`src/verilog/dma_pkg.sv`:
```
/* dma request definitions */
package dma_pkg;

   localparam int TAG_W      = 7;      // request tag width
   localparam int LINE_BITS  = 1024;   // one 128B line of data
   localparam int HALF_BYTES = 64;     // bytes per line half

   // request as seen on the dma side
   typedef struct packed {
      logic [56:0]      line_addr;     // ea[63:7]
      logic [TAG_W-1:0] tag;
      logic [127:0]     be;            // byte enable, one bit per byte
   } dma_req_t;

   // queued line with at least one partial half
   typedef struct packed {
      logic             has_high;      // high half is partial
      logic             has_low;       // low half is partial
      logic [TAG_W-1:0] tag;
      logic [56:0]      line_addr;
      logic [127:0]     be;
   } prt_entry_t;

   // partial control states
   typedef enum logic [2:0] {
      IDLE,
      LOAD,        // pop the queue
      CHECK,       // popped entry visible, pick first half
      LOW_HALF,
      HIGH_HALF
   } prt_state_e;

endpackage

```
`src/verilog/partial_ctrl.sv`:
```
/* partial command control FSM */
`timescale 1ns/1ps

module partial_ctrl (
   input  logic                             clk,
   input  logic                             rst_n,
   input  logic                             link_rdy_i,
   input  logic                             bypass_i,
   input  logic                             empty_i,
   input  logic                             half_full_i,
   input  dma_pkg::prt_entry_t              entry_i,
   input  logic [dma_pkg::LINE_BITS-1:0]    data_i,
   input  logic                             run_last_i,
   output logic                             pop_o,
   output logic                             load_o,
   output logic [dma_pkg::HALF_BYTES-1:0]   mask_o,
   output logic                             split_en_o,
   output logic [1:0]                       prt_half_o,
   output logic [dma_pkg::TAG_W-1:0]        prt_tag_o,
   output logic [56:0]                      prt_addr_o,
   output logic [dma_pkg::LINE_BITS/2-1:0]  prt_data_o,
   output logic                             dma_ready_o
);

   localparam int HB = dma_pkg::LINE_BITS / 2;   // bits per half

   dma_pkg::prt_state_e           state_q;
   dma_pkg::prt_entry_t           entry_q;       // entry being split
   logic [dma_pkg::LINE_BITS-1:0] data_q;
   logic [1:0]                    half_q;        // 01 low, 10 high
   logic                          load_q;

   assign pop_o       = (state_q == dma_pkg::LOAD);
   assign load_o      = load_q;
   assign split_en_o  = link_rdy_i && !bypass_i
                        && (state_q == dma_pkg::LOW_HALF || state_q == dma_pkg::HIGH_HALF);
   assign dma_ready_o = link_rdy_i && (state_q == dma_pkg::IDLE) && !half_full_i;

   // high half mask and data stay latched for the second pass
   assign mask_o     = half_q[1] ? entry_q.be[127:64] : entry_q.be[63:0];
   assign prt_half_o = half_q;
   assign prt_tag_o  = entry_q.tag;
   assign prt_addr_o = entry_q.line_addr;
   assign prt_data_o = half_q[1] ? data_q[2*HB-1:HB] : data_q[HB-1:0];

   // ========================================================================
   // state machine, one half at a time through the splitter
   // ========================================================================
   always_ff @(posedge clk or negedge rst_n)
   begin
      if (!rst_n)
      begin
         state_q <= dma_pkg::IDLE;
         half_q  <= 2'b00;
         load_q  <= 1'b0;
      end
      else
      begin
         load_q <= 1'b0;                         // strobe lasts one cycle
         case (state_q)
            dma_pkg::IDLE:
               if (!empty_i)
                  state_q <= dma_pkg::LOAD;
            dma_pkg::LOAD:
               state_q <= dma_pkg::CHECK;        // popped entry shows up next cycle
            dma_pkg::CHECK:
            begin
               load_q <= 1'b1;
               if (entry_i.has_low)              // low half goes first
               begin
                  state_q <= dma_pkg::LOW_HALF;
                  half_q  <= 2'b01;
               end
               else
               begin
                  state_q <= dma_pkg::HIGH_HALF;
                  half_q  <= 2'b10;
               end
            end
            dma_pkg::LOW_HALF:
               if (run_last_i)
               begin
                  if (entry_q.has_high)
                  begin
                     state_q <= dma_pkg::HIGH_HALF;
                     half_q  <= 2'b10;
                     load_q  <= 1'b1;
                  end
                  else
                     state_q <= empty_i ? dma_pkg::IDLE : dma_pkg::LOAD;
               end
            dma_pkg::HIGH_HALF:
               if (run_last_i)
                  state_q <= empty_i ? dma_pkg::IDLE : dma_pkg::LOAD;
            default:
               state_q <= dma_pkg::IDLE;
         endcase
      end
   end

   // entry and data captured when the popped entry is visible
   always_ff @(posedge clk)
   begin
      if (state_q == dma_pkg::CHECK)
      begin
         entry_q <= entry_i;
         data_q  <= data_i;
      end
   end

   a_load_pulse: assert property (@(posedge clk) disable iff (!rst_n) load_o |=> !load_o);

endmodule

```
`config.mk`:
```
export PLATFORM = sky130hd
export DESIGN_NAME = partial_ctrl
export DESIGN_NICKNAME = d
export VERILOG_FILES = /design/src/verilog/dma_pkg.sv /design/src/verilog/partial_ctrl.sv
export SDC_FILE = /design/constraint.sdc
export NUM_CORES = 2
export LEC_CHECK = 0
export BUFFER_PORTS_ARGS = -buffer_cell sky130_fd_sc_hd__buf_2
export CAP_MARGIN = 20
export CORE_AREA = 2 2 721 723
export CTS_BUF_LIST = sky130_fd_sc_hd__clkbuf_16
export CTS_CLUSTER_SIZE = 24
export DETAILED_ROUTE_END_ITERATION = 10
export DIE_AREA = 0 0 723 725
export PLACE_DENSITY_LB_ADDON = 0.3
export SLEW_MARGIN = 20
export SYNTH_ARGS = -nofsm -noshare
export SYNTH_HDL_FRONTEND = slang
export SYNTH_SLANG_ARGS = --single-unit
```
`constraint.sdc`:
```
create_clock -name clk -period 80.3 [get_ports clk]
set_clock_uncertainty 0.05 [all_clocks]
set_input_delay 20.075 -clock clk [delete_from_list [all_inputs] [get_ports clk]]
set_output_delay 20.075 -clock clk [all_outputs]
set_load 0.02 [all_outputs]
```
[Word level (Yosys, flattened, before mapping)]
Cells that the tools add are included.
Word-level totals
  register bits after elaboration: 1223
  bits of input ports: 1225
  output and inout bits: 646
  word-level logic and storage cells: 43
Cells by class
  equality and inequality tests: 8
  muxes and demuxes: 16
  reduce and logical (&&, ||, !) cells: 11
Operator list (number)
  512-bit two-way mux: 1
  64-bit two-way mux: 1
  3-bit two-way mux: 5
  3-bit one-hot mux with 5 select lines: 1
  2-bit inequality test, second input constant: 4
  3-bit by 2-bit == test with 1-bit output, second input constant: 2
  2-bit two-way mux: 3
  3-bit AND reduction: 2
  1-bit logical AND: 4
  2-bit one-hot mux with 2 select lines: 1
  3-bit by 1-bit == test with 1-bit output, second input constant: 1
  3-bit == test, second input constant: 1
  3-bit logical NOT: 1
  1-bit two-way mux: 3
  1-bit logical NOT: 2
  1-bit one-hot mux with 2 select lines: 1
  2-bit nonzero test: 1
  1-bit logical OR: 1

[Depth between registers and ports, before layout]
  word-level depth: 4
  depth in mapped cells: 5
  depth with buffers taken out: 4

[Worst setup path after synthesis]
No wires, ideal clock.
  path kind: reg2reg
  start point: register state_q[2]
  end point: register half_q[1], in the netlist prt_half_o[1]
  setup time: 1.984 ns
  arrival time: 52.641 ns
  required time: 78.266 ns
  setup slack: 25.625 ns
  stages on the path, launching flop included: 5
  path buffers: 1
  period minus slack after synthesis: 54.675 ns
  cell sequence: dfrtp_1 -> buf_6 -> nand2b_1 -> nor2_1 -> a21oi_1
Between the ends
  word-level cells in the longest chain between the ends: 3
  elaborated cells between the ends (all ways): 7
  classes of those cells: eq/ne: 4; mux: 1; reduce/logical: 2
Ends and longest elaborated chain
  start: declaration: RTL line partial_ctrl.sv:27  | dma_pkg::prt_state_e state_q;
  start signal: assignment: RTL line partial_ctrl.sv:53  | state_q <= dma_pkg::IDLE;
  start signal: assignment: RTL line partial_ctrl.sv:63  | state_q <= dma_pkg::LOAD;
  start signal: assignment: RTL line partial_ctrl.sv:65  | state_q <= dma_pkg::CHECK;
  3-bit by 2-bit == test with 1-bit output: RTL line partial_ctrl.sv:60  | case (state_q)
  2-bit inequality test (no source line) / 2-bit nonzero test (equally long branches)
  3-bit AND reduction (no source line)
  end signal: assignment: RTL line partial_ctrl.sv:54  | half_q <= 2'b00;
  end signal: assignment: RTL line partial_ctrl.sv:72  | half_q <= 2'b01;
  end signal: assignment: RTL line partial_ctrl.sv:77  | half_q <= 2'b10;
  end: declaration: RTL line partial_ctrl.sv:30  | logic [1:0] half_q;
Parallel ways exist; a longest one is shown, timed or not.
A chain may end at the register's enable or synchronous reset.

[Final worst setup path]
  start point: input port link_rdy_i
  end point: output port dma_ready_o
Between the ends
  word-level cells in the longest chain between the ends: 2
Ends and longest elaborated chain
  start: declaration: RTL line partial_ctrl.sv:7  | input logic link_rdy_i,
  1-bit logical AND (2 in series): RTL line partial_ctrl.sv:37  | assign dma_ready_o = link_rdy_i && (state_q == dma_pkg::IDLE) && !half_full_i;
  end: declaration: RTL line partial_ctrl.sv:22  | output logic dma_ready_o
No other way between the ends.

==> out/results.tsv <==
metric	value	unit
CP most frequent cell	buf_2	
Sw Ratio	44.3	%
NumNets Final	5123	
layout cells sized above 1	67.3	%
Cell variety after synth	24	
vias in the first global route	29500	
pwr/cell area	43.6	nW/um^2
P_int	1.63	mW
Startpoint Class	input port	
worst vdd rail ir drop	21.3	uV
CP required	60.17	ns
CTS max path bufs	4	
first-pass GRT wire length	408	mm
GPL Wtd Cong	0.972	
CTS sink count	1223	
CP max stage cell	nor3_2	
Worst-Margin Slew	1.07	ns
clock transition at the registers of the reported paths	0.05	ns
DIE WIDTH	723	um
Ys Warns	0	
Slew HR	28.7	%
detailed-placement wirelength estimate	303	mm
clock latency on the worst-skew pair	0.84	ns
largest net degree at the start of global routing	164	
# port buffers	1870	
total number of vias	29200	
Critical Path Start	link_rdy_i	
sequential area share after synthesis	83.0	%
Cell Area, Synth	44200	sq um
effective utilization at floorplan	8.57	%
number of routed nets with antenna violations	0	
CP Capture Type	output pin	
area added between synthesis and finish	51.7	%
Root Buffer	clkbuf_16	
Remaining DRCs	0	
NetSw	1.30	mW
number of fill cells	58100	
gr ovfl total	0	
initial antenna violation count	375	
cts hold-fix bufs	0	
Final Cycle Share	52.0	%
capture point of the critical path	dma_ready_o	
reg-to-reg endpoint	data_q[634]	
final hold vios	0	
status	finished clean	
postcts setup bufs	0	
reg2reg path depth	9	
row cnt	264	
post_cts resized	0	
FF-to-FF Start	state_q[1]	
max incr delay on CP	0.68	ns
Pre-antenna DRT Iters	5	
Final Total Pwr	2.92	mW
Ports	1871	
floorplan core area	516000	sq um
die area	524000	sq um
TritonCTS Buffers	163	
max frequency	24.0	MHz
max cap viols	0	
Worst Path Arrival	21.61	ns
CTS tree	built	
Min-Delay Path Class	register to register	
Static Leak	23.9	nW
CP cell instances	buf_2 > nand2_1 > nor3_2 > buf_2	
wire length per cell	31.4	um
R2R setup slack	72.01	ns
Syn Inst Count	1965	
synthesis-stage register bit count	1223	
Hold Startpoint	prt_half_o[0]	
Clock Power Share	24.9	%
GRT Total Usage	12.6	%
Crit Path Max Fanout	2	
synthesized area per cell	22.5	sq um
Gate power share	40.8	%
Slew Viols, Final	0	
TNS Setup	0	ns
Mapped Nets	3190	
Seq pwr share	34.3	%
drt first-iter violations	2199	
Die H	725	um
Worst Path Class, Setup	input port to output pin	
drt total wl	347	mm
vias per cell	2.65	
min Tclk post-route	41.74	ns
RSZ-0062 raised after global routing	false	
final setup vio count	0	
H-tree depth	4	
[registers in the layout, indices dropped and copies added (netlist names)]
signal and flops:
data_q 1024, entry_q 129, load_o 1, prt_addr_o 57, prt_half_o 2, prt_tag_o 7
state_q 3
[synthesized netlist by cell type]
library cell  number  share of area (%)
o22a_1             1              0.020
inv_2              1             0.0085
nand2b_1           2              0.028
buf_6              2              0.051
nor3_1             1              0.011
buf_4             64                1.1
nand2_1            7              0.059
nand3_1            1              0.011
nor2_1             7              0.059
clkbuf_1           5              0.042
o21ai_0            1              0.011
mux2_2           577                 15
nor4_1             1              0.014
edfxtp_1        1217                 83
or3_1              1              0.014
or4_4              1              0.025
a211oi_1           1              0.017
a221oi_2           1              0.034
dfrtp_1            6               0.34
inv_1              1             0.0085
o22ai_1            1              0.014
buf_2             60               0.68
a21oi_1            4              0.045
nor3b_1            2              0.034
[how the worst min path moves through the flow]
stage               slack [ns]       endpoint  depth (start not counted)
finish                    0.51  prt_half_o[0]                          2
global route              0.60  prt_half_o[0]                          2
CTS                       0.51  prt_half_o[0]                          2
detailed placement        0.49  prt_half_o[0]                          2
global placement          0.52  prt_half_o[0]                          2
floorplan                 0.47     state_q[1]                          2
[layout by cell type (no fill, tap or decap), types with 4 or more instances in the layout]
cell type / count
clkinv_4: 6
mux2_2: 577
buf_2: 1870
clkinv_1: 32
nand2_1: 7
edfxtp_1: 1217
inv_1: 35
nor2_1: 6
bufinv_16: 14
diode_2: 82
clkbuf_16: 163
clkinvlp_4: 8
clkinv_2: 21
buf_4: 27
dfrtp_1: 5
a21oi_1: 4
inv_6: 6
[per-layer routing]
| layer | vias to the layer above | track usage (%) | wire [um] |
|---|---|---|---|
| met5 | - | 0 | 386 |
| met4 | 64 | 5.44 | 17600 |
| met3 | 686 | 5.74 | 39900 |
| met2 | 2040 | 19.9 | 154000 |
| met1 | 14700 | 14.8 | 135000 |
| li1 | 11800 | - | - |
[metrics by stage]
step / util (%) / area [sq um] / worst slack [ns] / hold WS [ns] / std cells
floorplan: - / 44200 / 25.63 / 0.466 / 1965
global placement: 11.9 / 61700 / 38.18 / 0.517 / 10600
detailed placement: 11.9 / 61700 / 38.25 / 0.490 / 10600
CTS: 13.0 / 66900 / 38.25 / 0.515 / 10900
global route: 13.0 / 67000 / 38.34 / 0.599 / 11000
finish: 13.0 / 67100 / 38.56 / 0.506 / 11000
[power by group through the flow]
| stage | Combinational (mW) | Sequential [mW] | Clock (mW) |
|---|---|---|---|
| 2_1_floorplan | 0.506 | 1.46 | 0 |
| 3_3_place_gp | 1.23 | 1.01 | 0 |
| 3_5_place_dp | 1.23 | 1.02 | 0 |
| 4_1_cts | 1.24 | 1.01 | 0.760 |
| 5_1_grt | 1.25 | 1.02 | 0.778 |
| 6_report | 1.19 | 1.00 | 0.728 |
[final cells by class]
cell class / instances / area [sq um] / area share, %
multi-input combinational: 609 / 6690 / 9.98
sequential: 1223 / 36700 / 54.7
tap: 6916 / 8650 / 12.9
inverter: 2 / 7.51 / 0.0112
timing repair buffer: 1899 / 9600 / 14.3
antenna: 82 / 205 / 0.306
clock inverter: 131 / 1130 / 1.68
clock buffer: 163 / 4080 / 6.08
[worst max-delay path: cells and delay by family]
| family | cells | cell delay, ns |
|---|---|---|
| buffers and inverters | 2 | 0.66 |
| AND/OR/NAND/NOR | 2 | 0.85 |
[cells by family (layout without fill, tap and decap cells)]
kind of cell / count (synthesis) / count (layout) / synth area share [%]
compound gates: 9 / 9 / 0.142
buf+inv: 133 / 2195 / 1.88
flops: 1223 / 1223 / 83.0
mux: 577 / 577 / 14.7
other cells: 0 / 82 / 0
simple gates: 23 / 23 / 0.258
Power figures use the tool's default switching activity.
